### src/common/soc_pkg.sv
`default_nettype none

package soc_pkg;

    // bus widths
    localparam int ADDR_W = 64;
    localparam int DATA_W = 64;

    // load/store size, same codes the core puts on bus_ls_type
    // stores only use the first four
    typedef enum logic [2:0] {
        lb  = 3'b000,
        lh  = 3'b001,
        lw  = 3'b010,
        ld  = 3'b011,
        lbu = 3'b100,
        lhu = 3'b101,
        lwu = 3'b110
    } ls_type_e;

    // data ram window, depth comes from RAM_WORDS
    localparam logic [ADDR_W-1:0] RAM_BASE = 64'h0000_0000_8000_0000;

    // interrupt controller map
    // priority of id n sits at base + 4*n
    localparam logic [ADDR_W-1:0] PLIC_BASE      = 64'h0000_0000_0c00_0000;
    localparam logic [ADDR_W-1:0] PLIC_PENDING   = PLIC_BASE + 64'h0000_1000;
    localparam logic [ADDR_W-1:0] PLIC_ENABLE    = PLIC_BASE + 64'h0000_2000;
    localparam logic [ADDR_W-1:0] PLIC_THRESHOLD = PLIC_BASE + 64'h0020_0000;
    localparam logic [ADDR_W-1:0] PLIC_CLAIM     = PLIC_BASE + 64'h0020_0004;

    // step from context 0 to context 1
    localparam logic [ADDR_W-1:0] PLIC_CTX_STRIDE_EN = 64'h0000_0080;
    localparam logic [ADDR_W-1:0] PLIC_CTX_STRIDE_TH = 64'h0000_1000;

    // sources are ids 1..NUM_SRC, id 0 is no interrupt
    localparam int NUM_SRC = 5;
    localparam int PRIO_W  = 3;

    // one latched request towards a target
    // strobe is high for a single cycle, the rest stays put until done
    typedef struct packed {
        logic [ADDR_W-1:0] addr;
        logic [DATA_W-1:0] wdata;
        ls_type_e          ls;
        logic              write;
        logic              strobe;
    } bus_req_t;

    // answer from one target
    // rdata only matters in the ack cycle
    typedef struct packed {
        logic [DATA_W-1:0] rdata;
        logic              ack;
    } slave_rsp_t;

endpackage

`default_nettype wire

### src/plic/plic.sv
`timescale 1ns/1ps
`default_nettype none

module plic (
    input  wire                         CLOCK_50,
    input  wire                         KEY0,
    input  soc_pkg::bus_req_t           req,
    output soc_pkg::slave_rsp_t         rsp,
    input  wire  [soc_pkg::NUM_SRC:1]   irq_src,
    output logic                        meip,
    output logic                        seip
);

    localparam int NS      = soc_pkg::NUM_SRC;
    localparam int PW      = soc_pkg::PRIO_W;
    // context 0 machine, context 1 supervisor
    localparam int NUM_CTX = 2;
    localparam int ID_W    = $clog2(NS + 1);

    logic [PW-1:0] prio [1:NS];
    logic [NS:1]   pending;
    logic [NS:1]   enable [NUM_CTX];
    logic [PW-1:0] threshold [NUM_CTX];

    // result of the claim search per context
    logic [ID_W-1:0] claim_id [NUM_CTX];
    logic [PW-1:0]   best_p [NUM_CTX];

    // register selects
    logic [NS:1]          prio_sel;
    logic                 pend_sel;
    logic [NUM_CTX-1:0]   en_sel;
    logic [NUM_CTX-1:0]   th_sel;
    logic [NUM_CTX-1:0]   cl_sel;

    logic                 rd_stb;
    logic                 wr_stb;
    // pending bits dropped by claim or complete
    logic [NS:1]          clr;
    logic [soc_pkg::DATA_W-1:0] rd_data;

    assign rd_stb = req.strobe && !req.write;
    assign wr_stb = req.strobe && req.write;

    always_comb begin
        for (int i = 1; i <= NS; i++) begin
            prio_sel[i] = (req.addr == soc_pkg::PLIC_BASE + soc_pkg::ADDR_W'(4 * i));
        end
        pend_sel = (req.addr == soc_pkg::PLIC_PENDING);
        for (int c = 0; c < NUM_CTX; c++) begin
            en_sel[c] = (req.addr == soc_pkg::PLIC_ENABLE +
                         soc_pkg::ADDR_W'(c) * soc_pkg::PLIC_CTX_STRIDE_EN);
            th_sel[c] = (req.addr == soc_pkg::PLIC_THRESHOLD +
                         soc_pkg::ADDR_W'(c) * soc_pkg::PLIC_CTX_STRIDE_TH);
            cl_sel[c] = (req.addr == soc_pkg::PLIC_CLAIM +
                         soc_pkg::ADDR_W'(c) * soc_pkg::PLIC_CTX_STRIDE_TH);
        end
    end

    // highest priority above threshold
    // strict compare keeps the lowest id on a tie
    always_comb begin
        for (int c = 0; c < NUM_CTX; c++) begin
            best_p[c]   = threshold[c];
            claim_id[c] = '0;
            for (int i = 1; i <= NS; i++) begin
                if (pending[i] && enable[c][i] && (prio[i] > best_p[c])) begin
                    best_p[c]   = prio[i];
                    claim_id[c] = ID_W'(i);
                end
            end
        end
    end

    // claim read takes the winner, claim write completes the given id
    always_comb begin
        clr = '0;
        for (int c = 0; c < NUM_CTX; c++) begin
            for (int i = 1; i <= NS; i++) begin
                if (rd_stb && cl_sel[c] && (claim_id[c] == ID_W'(i))) begin
                    clr[i] = 1'b1;
                end
                if (wr_stb && cl_sel[c] && (req.wdata == soc_pkg::DATA_W'(i))) begin
                    clr[i] = 1'b1;
                end
            end
        end
    end

    always_ff @(posedge CLOCK_50 or negedge KEY0) begin
        if (!KEY0) begin
            pending <= '0;
            for (int i = 1; i <= NS; i++) begin
                prio[i] <= '0;
            end
            for (int c = 0; c < NUM_CTX; c++) begin
                enable[c]    <= '0;
                threshold[c] <= '0;
            end
        end else begin
            // level sources, a clear wins over a set in the same cycle
            pending <= (pending | irq_src) & ~clr;
            if (wr_stb) begin
                for (int i = 1; i <= NS; i++) begin
                    if (prio_sel[i]) begin
                        prio[i] <= req.wdata[PW-1:0];
                    end
                end
                for (int c = 0; c < NUM_CTX; c++) begin
                    if (en_sel[c]) begin
                        enable[c] <= req.wdata[NS:1];
                    end
                    if (th_sel[c]) begin
                        threshold[c] <= req.wdata[PW-1:0];
                    end
                end
            end
        end
    end

    // bitmaps keep id n on bit n, bit 0 reads zero
    always_comb begin
        rd_data = '0;
        for (int i = 1; i <= NS; i++) begin
            if (prio_sel[i]) begin
                rd_data[PW-1:0] = prio[i];
            end
        end
        if (pend_sel) begin
            rd_data[NS:1] = pending;
        end
        for (int c = 0; c < NUM_CTX; c++) begin
            if (en_sel[c]) begin
                rd_data[NS:1] = enable[c];
            end
            if (th_sel[c]) begin
                rd_data[PW-1:0] = threshold[c];
            end
            if (cl_sel[c]) begin
                rd_data[ID_W-1:0] = claim_id[c];
            end
        end
    end

    // answers in the strobe cycle
    always_comb begin
        rsp.rdata = rd_data;
        rsp.ack   = req.strobe;
    end

    assign meip = (claim_id[0] != '0);
    assign seip = (claim_id[1] != '0);

endmodule

`default_nettype wire

### config.mk
export PLATFORM = sky130hd
export DESIGN_NAME = plic
export DESIGN_NICKNAME = d
export VERILOG_FILES = /design/src/common/soc_pkg.sv /design/src/plic/plic.sv
export SDC_FILE = /design/constraint.sdc
export NUM_CORES = 1
export LEC_CHECK = 0
export BUFFER_PORTS_ARGS = -buffer_cell sky130_fd_sc_hd__buf_4
export CAP_MARGIN = 20
export CELL_PAD_IN_SITES_DETAIL_PLACEMENT = 0
export CELL_PAD_IN_SITES_GLOBAL_PLACEMENT = 2
export CORE_MARGIN = 8
export CORE_UTILIZATION = 27
export DETAILED_ROUTE_END_ITERATION = 10
export HOLD_SLACK_MARGIN = 0.06
export PLACE_DENSITY = 0.92
export SLEW_MARGIN = 20
export SYNTH_ARGS = -nofsm -noshare
export SYNTH_HDL_FRONTEND = slang
export SYNTH_SLANG_ARGS = --single-unit
export TNS_END_PERCENT = 50
### constraint.sdc
create_clock -name CLOCK_50 -period 21.4 [get_ports CLOCK_50]
set_clock_uncertainty 0.2 [all_clocks]
set_input_delay 4.28 -clock CLOCK_50 [delete_from_list [all_inputs] [get_ports CLOCK_50]]
set_output_delay 4.28 -clock CLOCK_50 [all_outputs]
set_load 0.005 [all_outputs]
==> flow_metrics.env, run 1 <==
export IMPL_outcome="finished, final reports clean"
export IMPL_start_util=0.273
export IMPL_port_buffers=145
export IMPL_viasPerCell=5.25
export IMPL_die_h_um=136
export IMPL_syn_to_final_growth_pct=31.3
export IMPL_ios=207
export IMPL_power_density_nw_per_um2=33.7
export IMPL_htreeDepth=2
export IMPL_ant_nets=0
export IMPL_synth_top_area_frac=0.230
export IMPL_slowest_delay_ps=830
export IMPL_synth_area_leaders="dfrtp_1, buf_4, mux2_2, ha_1, nor4_1"
export IMPL_grt_usage=0.154
export IMPL_drc=0
export IMPL_worst_path_max_fanout=9
export IMPL_path_clk_slew_ps=60
export IMPL_rsz0062_at_grt="no"
export IMPL_cpMaxStageDelayCell="a2111oi_0"
export IMPL_drt_iter0_markers=463
export IMPL_synthArstFlopShare=1.00
export IMPL_clk_path_buf_depth=2
export IMPL_grt_max_degree=37
export IMPL_cts_hold_repair_buffers=0
export IMPL_worstSetupPathType="reg2out"
export IMPL_synth_seq_cells=36
export IMPL_reg2reg_slack_ps=12540
export IMPL_diodes=0
export IMPL_hold_path_class="reg2reg"
export IMPL_vias=4196
export IMPL_slew_headroom=0.345
export IMPL_yosys_warnings=0
export IMPL_critPathMostFrequentCell="ha_1"
export IMPL_peakVddDrop_uv=32.3
export IMPL_overflow=0
export IMPL_grt_pass1_wl_mm=22.7
export IMPL_maxCapViolCount=0
export IMPL_post_cts_setup_buffers=0
export IMPL_period_needed_ps=13720
export IMPL_required_ps=16920
export IMPL_p_leak_uw=0.00243
export IMPL_synth_main_ff_cell="dfrtp_1"
export IMPL_dp_final_hpwl_mm=12.5
export IMPL_hold_viol=0
export IMPL_end_kind="primary output"
export IMPL_first_pass_iters=7
export IMPL_fin_crit_sh=0.641
export IMPL_finalMaxSlewViolations=0
export IMPL_worst_pin_slew_ps=976
export IMPL_whs_ps=337
export IMPL_num_rows=44
export IMPL_wirelength_mm=14.7
export IMPL_syn_avg_cell_area_um2=8.35
export IMPL_drive_gt1_frac=0.322
export IMPL_layout_common_cells="buf_4, conb_1, dfrtp_1"
export IMPL_max_freq_mhz=72.9
export IMPL_ys_seq_area_frac=0.230
export IMPL_synth_cell_types=65
export IMPL_antenna_found_initial=0
export IMPL_yosys_area_top_type="dfrtp_1"
export IMPL_syn_area_um2=3920
export IMPL_clock_root_buffer="clkbuf_16"
export IMPL_die_area_um2=18600
export IMPL_setup_worst_path_start_class="register"
export IMPL_layout_commonest_cell="buf_4"
export IMPL_setup_tns_ps=0
export IMPL_netlist_instances=469
export IMPL_critical_path_arrival_ps=9240
export IMPL_grt_pass1_vias=4356
export IMPL_post_cts_resize_count=0
export IMPL_place_inst=791
export IMPL_die_w_um=136
export IMPL_cts_tree="built"
export IMPL_synth_edff_count=0
export IMPL_stdcell_count=799
export IMPL_wire_per_inst_um=18.5
export IMPL_fp_coreArea_um2=14400
export IMPL_cts_sinks=36
export IMPL_fin_nets=778
export IMPL_insertion_delay_ps=280
export IMPL_setup_violations=0
export IMPL_gp_congestion=0.869
export IMPL_numCtsBuffers=5
==> critical path, delay by kind of cell, from the launching register on <==
| kind | cells | cell delay, ps |
|---|---|---|
| AO/OA/AOI/OAI | 14 | 4380 |
| adder cells (fa/ha/maj) | 5 | 1530 |
| flip-flops | 1 | 490 |
| buffers and inverters | 3 | 450 |
| AND/OR/NAND/NOR | 9 | 1330 |
| multiplexers | 2 | 780 |
==> layout make-up <==
| cell class | instances | area, um^2 |
|---|---|---|
| clock buffers | 6 | 139 |
| clock inverters | 2 | 13.8 |
| fillers | 1499 | 9230 |
| inverters | 29 | 109 |
| multi-input cells | 396 | 2660 |
| flip-flops and latches | 36 | 901 |
| well taps | 184 | 230 |
| repair buffers | 146 | 1100 |
==> Yosys cell counts, drive strengths merged (3+ instances only) <==
cell type	instances
buf	59
dfrtp	36
nand2	31
nor4	31
inv	29
mux2	28
nand3	25
ha	24
nor2	23
o21ai	22
a21oi	16
nor3	15
nand4	9
nor2b	9
mux2i	8
a222oi	7
and2	7
and3	7
a211oi	6
clkbuf	6
a31oi	5
a2111oi	4
nor3b	4
o21a	4
a22oi	3
a31o	3
nand2b	3
nand4b	3
o211ai	3
o2bb2ai	3
o31ai	3
==> flip-flops by register name, summed over array words and instances (netlist names) <==
register and count:
prio 15, enable 10, threshold 6, pending 5
==> report_power, final <==
group / total, uW / switching (uW) / leakage, uW / internal (uW)
Combinational: 29.1 / 11.9 / 0.00192 / 17.2
Clock: 76.0 / 29.4 / 0.0000772 / 46.6
Sequential: 68.1 / 0.0000000000000383 / 0.000435 / 68.1
==> per-stage QoR <==
step / setup slack, ps / power, uW / instance area (um^2) / util
after detailed placement: 8200 / 98.1 / 4990 / 0.347
final: 7680 / 173 / 5140 / 0.358
after CTS: 7830 / 174 / 5140 / 0.358
after global routing: 6990 / 180 / 5140 / 0.358
after global placement: 8350 / 97.4 / 4990 / 0.347
after floorplan: 10030 / 82.7 / 4130 / -
==> path summary, 6_finish.rpt <==
kind | start | to | depth (start not counted)
worst max-delay path | threshold[1] | rsp[1] | 33
worst min register to register | prio[12] | prio[12] | 2
min in group asynchronous | KEY0 | threshold[4] | 1
max in group asynchronous | KEY0 | pending[2] | 1
worst min-delay path | prio[12] | prio[12] | 2
worst max register to register | threshold[1] | pending[1] | 34
==> metal layers <==
layer	vias up	GRT usage	wire length, um
li1	1960	-	-
met1	2015	0.195	6100
met2	205	0.260	7130
met3	16	0.0358	1310
met4	0	0.0311	212
met5	-	0	0
==> cell families after synthesis <==
| logic type | synth area share |
|---|---|
| mux | 0.102 |
| buf+inv | 0.147 |
| compound gates | 0.185 |
| fa+ha+maj | 0.0767 |
| other cells | 0.000958 |
| flops | 0.230 |
| simple gates | 0.258 |
Note: power is estimated with default switching activity, not from simulation.
==> run 2: changes to the inputs <==
- CORE_UTILIZATION: 27 -> 22
- PLACE_DENSITY: 0.92 -> 0.81
- clock period: 21.4 -> 12 ns (I/O delays scaled with it)
==> run 2 against run 1 <==
  * Core utilization down 5.4 points
  * Flip-flop and latch count unchanged
  * Critical path depth up 1
  * Combinational power up 79%
  * Global-route usage down 1.8 points
  * Largest power group unchanged
  * Sequential share of layout area down 0.42 points
==> flow_metrics.env, run 2 (synthesis results as in run 1) <==
export IMPL_p_leak_uw=0.00247
export IMPL_fin_nets=783
export IMPL_syn_to_final_growth_pct=34.6
export IMPL_layout_common_cells="buf_4, conb_1, dfrtp_1"
export IMPL_slew_headroom=0.232
export IMPL_clk_path_buf_depth=2
export IMPL_viasPerCell=4.96
export IMPL_num_rows=48
export IMPL_end_kind="primary output"
export IMPL_numCtsBuffers=5
export IMPL_drt_iter0_markers=306
export IMPL_largest_reg_flops=15
export IMPL_die_h_um=149
export IMPL_setup_tns_ps=0
export IMPL_num_fill_cells=1866
export IMPL_cts_hold_repair_buffers=0
export IMPL_peakVddDrop_uv=49.8
export IMPL_start_util=0.226
export IMPL_grt_max_degree=37
export IMPL_setup_worst_path_start_class="register"
export IMPL_cts_sinks=36
export IMPL_required_ps=9400
export IMPL_wire_per_inst_um=18.6
export IMPL_insertion_delay_ps=280
export IMPL_path_clk_slew_ps=60
export IMPL_wirelength_mm=15.7
export IMPL_period_needed_ps=11280
export IMPL_whs_ps=334
export IMPL_drc=0
export IMPL_critPathMostFrequentCell="ha_1"
export IMPL_setup_violations=0
export IMPL_dp_final_hpwl_mm=13.3
export IMPL_cts_tree="built"
export IMPL_grt_usage=0.136
export IMPL_die_area_um2=22300
export IMPL_cpMaxStageDelayCell="a2111oi_1"
export IMPL_critical_path_arrival_ps=8680
export IMPL_layout_commonest_cell="buf_4"
export IMPL_ios=207
export IMPL_slowest_delay_ps=560
export IMPL_fp_coreArea_um2=17400
export IMPL_outcome="finished, final reports clean"
export IMPL_final_util=0.304
export IMPL_place_inst=834
export IMPL_clock_root_buffer="clkbuf_16"
export IMPL_diodes=0
export IMPL_max_freq_mhz=88.7
export IMPL_top_regs="prio: 15 flops, enable: 10 flops, threshold: 6 flops"
export IMPL_die_w_um=149
export IMPL_worst_path_max_fanout=7
export IMPL_hold_path_class="reg2reg"
export IMPL_overflow=0
export IMPL_gp_congestion=0.841
export IMPL_maxCapViolCount=0
export IMPL_vias=4192
export IMPL_power_uw=323
export IMPL_grt_pass1_wl_mm=23.9
export IMPL_port_buffers=145
export IMPL_first_pass_iters=5
export IMPL_stdcell_count=845
export IMPL_grt_pass1_vias=4458
export IMPL_power_density_nw_per_um2=61.2
export IMPL_drive_gt1_frac=0.331
export IMPL_hold_viol=0
export IMPL_antenna_found_initial=0
export IMPL_worstSetupPathType="reg2out"
export IMPL_finalMaxSlewViolations=0
export IMPL_rsz0062_at_grt="no"
export IMPL_worst_pin_slew_ps=1140
export IMPL_htreeDepth=2
export IMPL_ant_nets=0
export IMPL_regMostFlops="prio"
export IMPL_fin_crit_sh=0.940
## run 2: final cells by class
cell class | count | area [um^2] | share of cell area
flip-flops and latches | 36 | 901 | 0.171
multi-input cells | 396 | 2680 | 0.509
well taps | 225 | 282 | 0.0534
repair buffers | 151 | 1130 | 0.215
clock buffers | 6 | 129 | 0.0244
clock inverters | 2 | 35.0 | 0.00665
inverters | 29 | 109 | 0.0207
## run 2: where the power goes
part,switching (uW),internal (uW)
Sequential,0.0000000000000685,121
Combinational,21.4,30.7
Clock,51.4,97.8
Total,72.9,250
## run 2: routing by layer
| layer | wire, um | track usage | part of all wire |
|---|---|---|---|
| met5 | 0 | 0 | 0 |
| met4 | 227 | 0.0353 | 0.014 |
| met3 | 1440 | 0.0368 | 0.092 |
| met2 | 7640 | 0.231 | 0.49 |
| met1 | 6400 | 0.166 | 0.41 |
## run 2: worst paths after layout
kind                                   start         end  slack [ps]  depth (start not counted)
worst min register to register      prio[12]    prio[12]         330                          2
min in group asynchronous               KEY0   enable[9]        1890                          1
max in group asynchronous               KEY0   enable[6]        9350                          1
worst max-delay path            threshold[1]      rsp[1]         720                         34
worst max register to register  threshold[1]  pending[1]        3540                         34
worst min-delay path                prio[12]    prio[12]         330                          2
## run 2: timing repair
action                                  4_1_cts  5_1_grt
endpoints found under the setup margin        0        2
resized for setup                             0        6
buffers inserted                              0        3
## run 2: stage by stage
stage / cell area (um^2) / setup slack [ps]
floorplan: 4130 / 2510
global placement: 5060 / 607
detailed placement: 5060 / 618
CTS: 5220 / 240
global route: 5270 / 42.3
finish: 5270 / 720
## run 2: critical path: cells and delay by family, from the launching register on
family	cells	cell delay, ps
AND/OR/NAND/NOR	7	1080
adder cells (fa/ha/maj)	5	1570
multiplexers	1	400
buffers and inverters	6	810
AO/OA/AOI/OAI	15	4060
flip-flops	1	500
