**src/common/soc_pkg.sv**
```systemverilog
`default_nettype none

package soc_pkg;

    // bus widths
    localparam int ADDR_W = 64;
    localparam int DATA_W = 64;

    // load/store size, same codes the core puts on bus_ls_type
    // stores only use the first four
    typedef enum logic [2:0] {
        lb  = 3'b000,
        lh  = 3'b001,
        lw  = 3'b010,
        ld  = 3'b011,
        lbu = 3'b100,
        lhu = 3'b101,
        lwu = 3'b110
    } ls_type_e;

    // data ram window, depth comes from RAM_WORDS
    localparam logic [ADDR_W-1:0] RAM_BASE = 64'h0000_0000_8000_0000;

    // interrupt controller map
    // priority of id n sits at base + 4*n
    localparam logic [ADDR_W-1:0] PLIC_BASE      = 64'h0000_0000_0c00_0000;
    localparam logic [ADDR_W-1:0] PLIC_PENDING   = PLIC_BASE + 64'h0000_1000;
    localparam logic [ADDR_W-1:0] PLIC_ENABLE    = PLIC_BASE + 64'h0000_2000;
    localparam logic [ADDR_W-1:0] PLIC_THRESHOLD = PLIC_BASE + 64'h0020_0000;
    localparam logic [ADDR_W-1:0] PLIC_CLAIM     = PLIC_BASE + 64'h0020_0004;

    // step from context 0 to context 1
    localparam logic [ADDR_W-1:0] PLIC_CTX_STRIDE_EN = 64'h0000_0080;
    localparam logic [ADDR_W-1:0] PLIC_CTX_STRIDE_TH = 64'h0000_1000;

    // sources are ids 1..NUM_SRC, id 0 is no interrupt
    localparam int NUM_SRC = 5;
    localparam int PRIO_W  = 3;

    // one latched request towards a target
    // strobe is high for a single cycle, the rest stays put until done
    typedef struct packed {
        logic [ADDR_W-1:0] addr;
        logic [DATA_W-1:0] wdata;
        ls_type_e          ls;
        logic              write;
        logic              strobe;
    } bus_req_t;

    // answer from one target
    // rdata only matters in the ack cycle
    typedef struct packed {
        logic [DATA_W-1:0] rdata;
        logic              ack;
    } slave_rsp_t;

endpackage

`default_nettype wire

```
**src/hw/bus_port.sv**
```systemverilog
`timescale 1ns/1ps
`default_nettype none

module bus_port #(
    parameter int RAM_WORDS = 2048
) (
    input  wire                             CLOCK_50,
    input  wire                             KEY0,
    input  wire  [soc_pkg::ADDR_W-1:0]      bus_address,
    input  wire  [soc_pkg::DATA_W-1:0]      bus_write_data,
    input  soc_pkg::ls_type_e               bus_ls_type,
    input  wire                             bus_read_enable,
    input  wire                             bus_write_enable,
    output logic [soc_pkg::DATA_W-1:0]      bus_read_data,
    output logic                            bus_read_done,
    output logic                            bus_write_done,
    output soc_pkg::bus_req_t               ram_req,
    output soc_pkg::bus_req_t               plic_req,
    input  soc_pkg::slave_rsp_t             ram_rsp,
    input  soc_pkg::slave_rsp_t             plic_rsp
);

    // address windows
    localparam logic [soc_pkg::ADDR_W-1:0] RAM_END =
        soc_pkg::RAM_BASE + soc_pkg::ADDR_W'(RAM_WORDS) * 4;
    localparam logic [soc_pkg::ADDR_W-1:0] PLIC_END =
        soc_pkg::PLIC_CLAIM + soc_pkg::PLIC_CTX_STRIDE_TH + 4;

    // request as seen at the enable edge
    // .strobe doubles as "decode next cycle"
    soc_pkg::bus_req_t cur_q;

    logic ram_hit;
    logic plic_hit;

    // one-cycle strobes, one per target
    logic ram_stb;
    logic plic_stb;
    // unmapped access acks itself
    logic unm_stb;

    logic                       ack;
    logic [soc_pkg::DATA_W-1:0] ack_rdata;

    // decode from the latched address
    assign ram_hit  = (cur_q.addr >= soc_pkg::RAM_BASE) && (cur_q.addr < RAM_END);
    assign plic_hit = (cur_q.addr >= soc_pkg::PLIC_BASE) && (cur_q.addr < PLIC_END);

    // stage 1: capture the pulse and the payload with it
    always_ff @(posedge CLOCK_50 or negedge KEY0) begin
        if (!KEY0) begin
            cur_q <= '0;
        end else begin
            cur_q.strobe <= bus_read_enable || bus_write_enable;
            if (bus_read_enable || bus_write_enable) begin
                cur_q.addr  <= bus_address;
                cur_q.wdata <= bus_write_data;
                cur_q.ls    <= bus_ls_type;
                cur_q.write <= bus_write_enable;
            end
        end
    end

    // stage 2: strobe exactly one target, drop the matching done
    always_ff @(posedge CLOCK_50 or negedge KEY0) begin
        if (!KEY0) begin
            ram_stb        <= 1'b0;
            plic_stb       <= 1'b0;
            unm_stb        <= 1'b0;
            bus_read_done  <= 1'b1;
            bus_write_done <= 1'b1;
        end else begin
            ram_stb  <= cur_q.strobe && ram_hit;
            plic_stb <= cur_q.strobe && !ram_hit && plic_hit;
            unm_stb  <= cur_q.strobe && !ram_hit && !plic_hit;
            if (cur_q.strobe) begin
                if (cur_q.write) begin
                    bus_write_done <= 1'b0;
                end else begin
                    bus_read_done <= 1'b0;
                end
            end
            // done comes back on the ack edge
            if (ack) begin
                if (cur_q.write) begin
                    bus_write_done <= 1'b1;
                end else begin
                    bus_read_done <= 1'b1;
                end
            end
        end
    end

    // only one target can answer at a time
    assign ack = ram_rsp.ack || plic_rsp.ack || unm_stb;

    always_comb begin
        if (ram_rsp.ack) begin
            ack_rdata = ram_rsp.rdata;
        end else if (plic_rsp.ack) begin
            ack_rdata = plic_rsp.rdata;
        end else begin
            // unmapped reads as zero
            ack_rdata = '0;
        end
    end

    // read data holds until the next read finishes
    always_ff @(posedge CLOCK_50) begin
        if (ack && !cur_q.write) begin
            bus_read_data <= ack_rdata;
        end
    end

    // same payload to both, strobe only where decoded
    always_comb begin
        ram_req         = cur_q;
        ram_req.strobe  = ram_stb;
        plic_req        = cur_q;
        plic_req.strobe = plic_stb;
    end

endmodule

`default_nettype wire

```
**config.mk**
```make
export PLATFORM = sky130hd
export DESIGN_NAME = bus_port
export DESIGN_NICKNAME = d
export VERILOG_FILES = /design/src/common/soc_pkg.sv /design/src/hw/bus_port.sv
export SDC_FILE = /design/constraint.sdc
export NUM_CORES = 1
export LEC_CHECK = 0
export BUFFER_PORTS_ARGS = -buffer_cell sky130_fd_sc_hd__clkbuf_2
export CORE_AREA = 2 2 234 236
export CTS_CLUSTER_DIAMETER = 120
export DETAILED_ROUTE_END_ITERATION = 7
export DIE_AREA = 0 0 236 238
export PLACE_DENSITY = 0.43
export SLEW_MARGIN = 20
export SYNTH_ARGS = -nofsm -noshare
export SYNTH_HDL_FRONTEND = slang
export SYNTH_SLANG_ARGS = --single-unit
```
**constraint.sdc**
```tcl
create_clock -name CLOCK_50 -period 3.5 [get_ports CLOCK_50]
set_clock_uncertainty 0.05 [all_clocks]
set_input_delay 0.7 -clock CLOCK_50 [delete_from_list [all_inputs] [get_ports CLOCK_50]]
set_output_delay 0.7 -clock CLOCK_50 [all_outputs]
set_load 0.02 [all_outputs]
```
==> impl_metrics.yaml, run 1 <==
outcome:
  run_status: "finished, final reports clean"
setup_path:
  reg2reg_depth: 3
  crit_fanout: 36
  critical_path_class: "flip-flop to flip-flop"
  cp-start-kind: "flip-flop"
  cp-startpoint: "unm_stb"
  cp.arrival_ps: 2330
  required_ps: 3630
  rr_startpoint: "unm_stb"
  end_kind: "flip-flop"
grt:
  grt_max_degree: 68
  antenna_found_initial: 4
  grt_pass1_wl_mm: 44.5
  grtUsageTotal: 0.105
  grt-ovfl-total: 0
  grt_pass1_vias: 6657
routing:
  wirelength_mm: 31.3
  drc: 0
  drtIter0Drc: 209
  vias: 6598
  routedWlPerCell_um: 17.5
  postRouteAntennaNets: 0
  drt_first_pass_iters: 4
  via_per_inst: 3.69
sta:
  min_period_ps: 2210
  slew_violations: 0
  timing.final.ws_setup_ps: 1290
  rsz0062_at_grt: "false"
  hold_violations: 0
  period_share: 0.630
  setup_viol: 0
  worst_slew_pin_slew_ps: 821
  setup_tns_ps: 0
  relSlewSlack: 0.451
  fmax_mhz: 453
placed_design:
  portBuffers: 596
  dp_cells: 1739
  globalplace.congestion: 0.773
  dp_slack_ps: 870
  dp_hpwl_mm: 24.7
cts:
  root_buffer: "clkbuf_16"
  clk_latency_ps: 540
  cts-buffers-inserted: 26
  clk_path_buf_depth: 3
  cts_tree: "yes"
  clkTransAtPathRegs_ps: 60
  clock_sinks: 202
  cts_setup_buffers: 0
  htree_num_levels: 1
  hold_buffers: 0
  cts_resized: 0
synth:
  synth_top_area_cell: "dfrtp_1"
  synth_area_leaders: "dfrtp_1, buf_4, edfxtp_1"
  synthArstFlopShare: 0.683
  yosys_warnings: 0
  synth_seq_cells: 202
  avgSynthCellArea_um2: 13.4
  synth.top_cell.area_share: 0.345
  syn-cell-area_um2: 9870
  synth-edff-count: 64
  ys_seq_area_frac: 0.545
  synth_cells: 735
  synth_fp_nets: 1000
  ys_types: 29
  synth_ff_type: "dfrtp_1"
floorplanning:
  ios: 597
  start_util: 0.185
  design.core.area_um2: 53500
  dieArea_um2: 56200
  die_h_um: 238
  rows: 85
  die_x_um: 236
finish:
  final_cell_mix: "clkbuf_2, dfrtp_1, mux2_1"
  area_growth_pct: 26.6
  multiInputGateArea_um2: 2320
  drive_gt1_frac: 0.648
  layout_commonest_cell: "clkbuf_2"
  fin_util: 0.234
  num-nets-final: 1336
  regArea_um2: 5380
  fill_cells: 5748
  final_cells: 1788
run:
  cap_violations: 0
power:
  powerDensity_nw_per_um2: 528
  vdd_drop_max_mv: 0.323
  leakagePower_uw: 0.00600
worst_hold_path:
  hold_path_class: "primary input to asynchronous set/reset pin"
synthesized netlist by cell type (2+ instances only):
| library cell | count |
|---|---|
| buf_4 | 266 |
| dfrtp_1 | 136 |
| mux2_1 | 73 |
| edfxtp_1 | 64 |
| a22o_1 | 63 |
| mux2_2 | 58 |
| clkbuf_1 | 11 |
| nor4_1 | 11 |
| buf_6 | 9 |
| buf_2 | 8 |
| nand2_1 | 6 |
| o21ai_0 | 5 |
| nor3_1 | 4 |
| dfstp_2 | 2 |
| inv_1 | 2 |
| nand4_1 | 2 |
| nor2_1 | 2 |
| nor4_2 | 2 |
logic make-up (layout without fill, tap and decap cells):
| kind of cell | count (synthesis) | in the layout | synth area share |
|---|---|---|---|
| simple gates | 32 | 32 | 0.0196 |
| buf+inv | 297 | 653 | 0.222 |
| flops | 202 | 202 | 0.545 |
| other cells | 0 | 1 | 0 |
| mux | 131 | 131 | 0.149 |
| compound gates | 73 | 73 | 0.0641 |
area by class of cell:
| class | instances | share of cell area |
|---|---|---|
| inverters | 2 | 0.000601 |
| well taps | 696 | 0.0697 |
| clock inverters | 18 | 0.0115 |
| repair buffers | 603 | 0.247 |
| diodes | 1 | 0.000200 |
| flip-flops and latches | 202 | 0.430 |
| clock buffers | 30 | 0.0549 |
| multi-input cells | 236 | 0.186 |
worst paths after layout:
| kind | to | slack, ps |
|---|---|---|
| max | bus_read_data[61] | 1290 |
| min | plic_req[35] | 80 |
| max reg2reg | bus_read_data[61] | 1290 |
| min reg2reg | bus_read_done | 450 |
| max in group asynchronous | cur_q[0] | 2460 |
| min in group CLOCK_50 | plic_req[33] | 320 |
critical path: stages, from the launching register on:
cell     delay [ps]
dfrtp_1         450
nor3_1          130
nor2_4          640
buf_4           540
where the power goes:
part	leakage, uW	switching [uW]	total, uW	internal, uW
clock	0.000394	1050	2600	1550
sequential	0.00223	167	2810	2640
combinational	0.00338	733	1190	459
stage by stage:
stage | power [uW] | hold slack [ps] | area [um^2]
finish | 6600 | 79.8 | 12500
global route | 6930 | 105 | 12500
CTS | 6750 | 74.5 | 12500
detailed placement | 4070 | 453 | 11700
global placement | 4060 | 449 | 11700
floorplan | 3830 | 354 | 9870
registers in the layout (all words and copies together) (netlist names):
register,count
bus_read_data,64
bus_read_done,1
bus_write_done,1
cur_q,1
plic_req,132
plic_stb,1
ram_stb,1
unm_stb,1
per-layer routing:
layer	part of all wire	vias to the layer above	track usage	wire length, um
li1	-	2998	-	-
met1	0.39	3228	0.125	12200
met2	0.51	333	0.185	15900
met3	0.082	39	0.0292	2580
met4	0.020	0	0.0278	630
met5	0	-	0	0
Note: power is estimated with default switching activity, not from simulation.
==> inputs of run 2 (changes only) <==
- ABC_AREA: unset -> 1
- CORE_AREA: 2 2 234 236 -> 2 2 231 233
- DIE_AREA: 0 0 236 238 -> 0 0 233 235
- PLACE_DENSITY: 0.43 -> 0.45
- clock period: 3.5 -> 1.95 ns (I/O delays scaled with it)
==> impl_metrics.yaml, run 2 <==
worst_hold_path:
  hold_path_class: "primary input to flip-flop"
cts:
  htree_num_levels: 1
  clk_path_buf_depth: 3
  clock_sinks: 202
  cts_setup_buffers: 0
  root_buffer: "clkbuf_16"
  clkTransAtPathRegs_ps: 60
  cts_tree: "yes"
  clk_latency_ps: 540
  cts-buffers-inserted: 25
synth:
  synth_seq_cells: 202
  avgSynthCellArea_um2: 8.64
  synth_ff_type: "dfrtp_1"
  ys_seq_area_frac: 0.526
  synth.top_cell.area_share: 0.333
  synth_top_area_cell: "dfrtp_1"
  yosys-top-cells-count: "nand2_1, buf_4, dfrtp_1, nand3_1, edfxtp_1"
  yosysMostFrequentCell: "nand2_1"
  ys_types: 17
  yosys_warnings: 0
  synthArstFlopShare: 0.683
  synth_cells: 1184
  syn-cell-area_um2: 10200
  synth-edff-count: 64
  synth_area_leaders: "dfrtp_1, nand2_1, buf_4"
  synth_fp_nets: 1449
routing:
  drtIter0Drc: 307
  vias: 8907
  drc: 0
  drt_first_pass_iters: 4
  postRouteAntennaNets: 0
  routedWlPerCell_um: 15.7
  wirelength_mm: 36.9
  via_per_inst: 3.79
grt:
  grtUsageTotal: 0.127
  grt_pass1_wl_mm: 53.0
  grt-ovfl-total: 0
  grt_pass1_vias: 8713
  grt_max_degree: 84
  antenna_found_initial: 9
floorplanning:
  rows: 84
  dieArea_um2: 54800
  die_h_um: 235
  die_x_um: 233
  design.core.area_um2: 52200
  start_util: 0.196
  ios: 597
power:
  vdd_drop_max_mv: 0.533
  powerDensity_nw_per_um2: 860
  leakagePower_uw: 0.00765
setup_path:
  crit_chain: "nor2_1 > nand2_1 > nor2_1 > inv_1 > nor2_1 > nand2_1 > nand2_1 > a21oi_1"
  crit_fanout: 4
  end_kind: "flip-flop"
  slowest_stage: "dfrtp_1"
  required_ps: 2280
  reg2reg_setup_slack_ps: 190
  cp-start-kind: "flip-flop"
  cp.arrival_ps: 2080
  critPathMaxStageDelay_ps: 450
  critical_path_class: "flip-flop to flip-flop"
finish:
  regArea_um2: 5380
  num-nets-final: 1905
  area_growth_pct: 39.2
  largest_reg_flops: 132
  layout_commonest_cell: "clkbuf_2"
  multiInputGateArea_um2: 2610
  final_cell_mix: "clkbuf_2, nand2_1, dfrtp_1"
  drive_gt1_frac: 0.400
  fill_cells: 5696
  fin_util: 0.273
sta:
  min_period_ps: 1760
  worst_slew_pin_slew_ps: 739
  setup_viol: 0
  setup_tns_ps: 0
  relSlewSlack: 0.507
  slew_violations: 0
  rsz0062_at_grt: "false"
  period_share: 0.901
  hold_violations: 0
  fmax_mhz: 569
placed_design:
  dp_hpwl_mm: 27.6
  portBuffers: 596
  globalplace.congestion: 0.799
run:
  cap_violations: 0
outcome:
  run_status: "finished, final reports clean"
[run 2: cell types whose count changed after synthesis, sizes merged, moves of 2 or more]
| cell | change |
|---|---|
| a22o | -63 |
| buf | +18 |
| inv | +6 |
| mux2 | -131 |
| nand2 | +532 |
| nand3 | +67 |
| nand4 | -2 |
| nor2 | +39 |
| nor4 | -13 |
| o21ai | +3 |
[run 2: cell families (layout without fill, tap and decap cells)]
kind of cell | after synthesis | in the layout | share of synthesized area
DFF | 202 | 202 | 0.526
other | 0 | 3 | 0
AOI/OAI and AO/OA | 10 | 10 | 0.00514
buffers and inverters | 322 | 796 | 0.221
and+or+nand+nor | 650 | 650 | 0.248
[run 2: layout make-up]
type	count	share of cell area
flip-flops and latches	202	0.378
repair buffers	743	0.317
multi-input cells	660	0.183
well taps	688	0.0605
clock buffers	38	0.0530
clock inverters	7	0.00598
inverters	8	0.00228
diodes	3	0.000527
[run 2: worst paths after layout]
check / startpoint / to / depth (start not counted)
min in group asynchronous: KEY0 / plic_req[118] / 2
min: bus_write_data[60] / plic_req[65] / 3
min reg2reg: plic_req[62] / plic_req[62] / 2
max reg2reg: plic_req[123] / unm_stb / 8
max: plic_req[123] / unm_stb / 8
max in group asynchronous: KEY0 / bus_read_done / 3
[run 2: routing by layer]
metal	vias up	global-route usage	wire, um	share of wire
met3	49	0.0284	2560	0.069
li1	4324	-	-	-
met4	4	0.0417	1010	0.027
met1	4133	0.141	13900	0.38
met5	-	0	21	0.00057
met2	397	0.238	19400	0.53
[run 2: through the flow]
step / area, um^2 / total power (uW) / instances / hold slack, ps / setup WS, ps
after global placement: 12100 / 7400 / 2172 / 250 / 119
final: 14200 / 12200 / 2349 / 39.6 / 193
after detailed placement: 12100 / 7410 / 2172 / 247 / 128
after global routing: 14200 / 12800 / 2349 / 29.0 / 2.98
after CTS: 14200 / 12500 / 2346 / 7.88 / 72.5
after floorplan: 10200 / 6870 / 1184 / 44.4 / 78.4
[run 2: report_power, final]
| part | switching [uW] | total [uW] | internal (uW) |
|---|---|---|---|
| Clock | 1840 | 4750 | 2910 |
| Sequential | 292 | 5030 | 4740 |
| Combinational | 1550 | 2470 | 920 |
[run 2: worst max-delay path, delay by kind of cell (launching register included)]
family	cells	cell delay, ps
buf+inv	1	70
compound gates	1	90
flops	1	450
simple gates	6	920
[run 2: repair_timing]
action	in CTS	in global routing
hold buffers	129	0
hold endpoints to repair	156	0
gates resized for setup	0	0
==> inputs of run 3 (changes only) <==
- BUFFER_PORTS_ARGS: -buffer_cell sky130_fd_sc_hd__clkbuf_2 -> unset
- CORE_AREA: 2 2 231 233 -> 2 2 234 236
- DIE_AREA: 0 0 233 235 -> 0 0 236 238
- DONT_BUFFER_PORTS: unset -> 1
- PLACE_DENSITY: 0.45 -> unset
- PLACE_DENSITY_LB_ADDON: unset -> 0.08
==> impl_metrics.yaml, run 3 (synthesis results as in run 2) <==
setup_path:
  crit_fanout: 1
  critPathTopFamily: "buffers and inverters"
  critical_path_class: "primary input to flip-flop"
  cp.arrival_ps: 2190
  crit_chain: "dlygate4sd3_1 > nand2_1 > dlygate4sd3_1 > nand2_1 > dlygate4sd3_1"
  required_ps: 2200
  crit_buf_inv: 3
  crit_top_cell: "dlygate4sd3_1"
  slowest_stage: "dlygate4sd3_1"
  end_kind: "flip-flop"
  critPathMaxStageDelay_ps: 570
  cp-start-kind: "primary input"
floorplanning:
  dieArea_um2: 56200
  design.core.area_um2: 53500
  die_h_um: 238
  start_util: 0.191
  rows: 85
  ios: 597
  die_x_um: 236
sta:
  hold_violations: 138
  period_share: 0.998
  slew_violations: 0
  relSlewSlack: 0.547
  setup_viol: 0
  setup_tns_ps: 0
  min_period_ps: 1950
  worst_slew_pin_slew_ps: 679
  fin_hold_ws_ps: -519
  rsz0062_at_grt: "false"
  fmax_mhz: 514
routing:
  drc: 0
  drt_first_pass_iters: 5
  drtIter0Drc: 283
  postRouteAntennaNets: 0
  vias: 7406
  wirelength_mm: 34.8
  via_per_inst: 3.83
  routedWlPerCell_um: 18.0
cts:
  clk_latency_ps: 550
  clk_path_buf_depth: 3
  root_buffer: "clkbuf_16"
  cts_tree: "yes"
  cts_setup_buffers: 0
  clock_sinks: 202
  cts_resized: 0
  htree_num_levels: 1
  cts-buffers-inserted: 26
  hold_buffers: 252
  clkTransAtPathRegs_ps: 60
power:
  p_total_uw: 11900
  powerDensity_nw_per_um2: 922
  vdd_drop_max_mv: 0.434
  leakagePower_uw: 0.00589
finish:
  area_growth_pct: 25.8
  layout_commonest_cell: "nand2_1"
  largest_reg_flops: 132
  drive_gt1_frac: 0.0945
  num-nets-final: 1486
  final_cell_mix: "nand2_1, dlygate4sd3_1, dfrtp_1"
  fill_cells: 5798
placed_design:
  portBuffers: 0
  globalplace.congestion: 0.725
  dp_hpwl_mm: 23.9
grt:
  grt_max_degree: 139
  grt_pass1_wl_mm: 50.6
  grt-ovfl-total: 0
  grtUsageTotal: 0.118
  grt_pass1_vias: 7869
  antenna_found_initial: 1
outcome:
  violations: "negative hold slack"
  run_status: "finished, violations left"
run:
  cap_violations: 0
worst_hold_path:
  hold_path_class: "primary input to asynchronous set/reset pin"
[run 3: through the flow]
step / worst slack (ps) / utilization / hold slack [ps] / instances / instance area [um^2]
after global routing: 6.48 / 0.240 / -560 / 1935 / 12900
after detailed placement: 376 / 0.178 / 48.5 / 1637 / 9510
final: 3.58 / 0.240 / -519 / 1935 / 12900
after floorplan: 78.4 / - / 44.4 / 1184 / 10200
after global placement: 395 / 0.178 / 49.0 / 1637 / 9510
after CTS: 78.3 / 0.240 / -565 / 1934 / 12900
[run 3: cell type report]
cell class,instances,area [um^2],share of cell area
clock buffers,35,736,0.0572
flip-flops and latches,202,5380,0.418
clock inverters,10,96.3,0.00749
diodes,1,2.50,0.000195
inverters,8,32.5,0.00253
multi-input cells,660,2610,0.203
repair buffers,323,3140,0.244
well taps,696,871,0.0677
[run 3: path summary, 6_finish.rpt]
path	to	slack (ps)	from	cells after the start
worst max register to register	unm_stb	410	plic_req[116]	8
worst min register to register	plic_req[95]	490	plic_req[95]	2
worst min-delay path	plic_req[20]	-520	KEY0	0
max in group asynchronous	bus_write_done	2000	KEY0	0
worst max-delay path	bus_read_data[8]	4	ram_rsp[9]	5
min in group CLOCK_50	bus_read_data[38]	30	plic_rsp[39]	2
[run 3: power by group]
group	internal [uW]	switching (uW)
clock	2880	1930
sequential	4740	742
combinational	693	885
total	8310	3560
[run 3: per-layer routing]
| metal | vias to the layer above | track usage | wire (um) | share of wire |
|---|---|---|---|---|
| met3 | 77 | 0.0398 | 3040 | 0.087 |
| li1 | 3495 | - | - | - |
| met2 | 383 | 0.205 | 16700 | 0.48 |
| met5 | - | 0 | 0 | 0 |
| met4 | 0 | 0.0527 | 1440 | 0.041 |
| met1 | 3451 | 0.130 | 13500 | 0.39 |
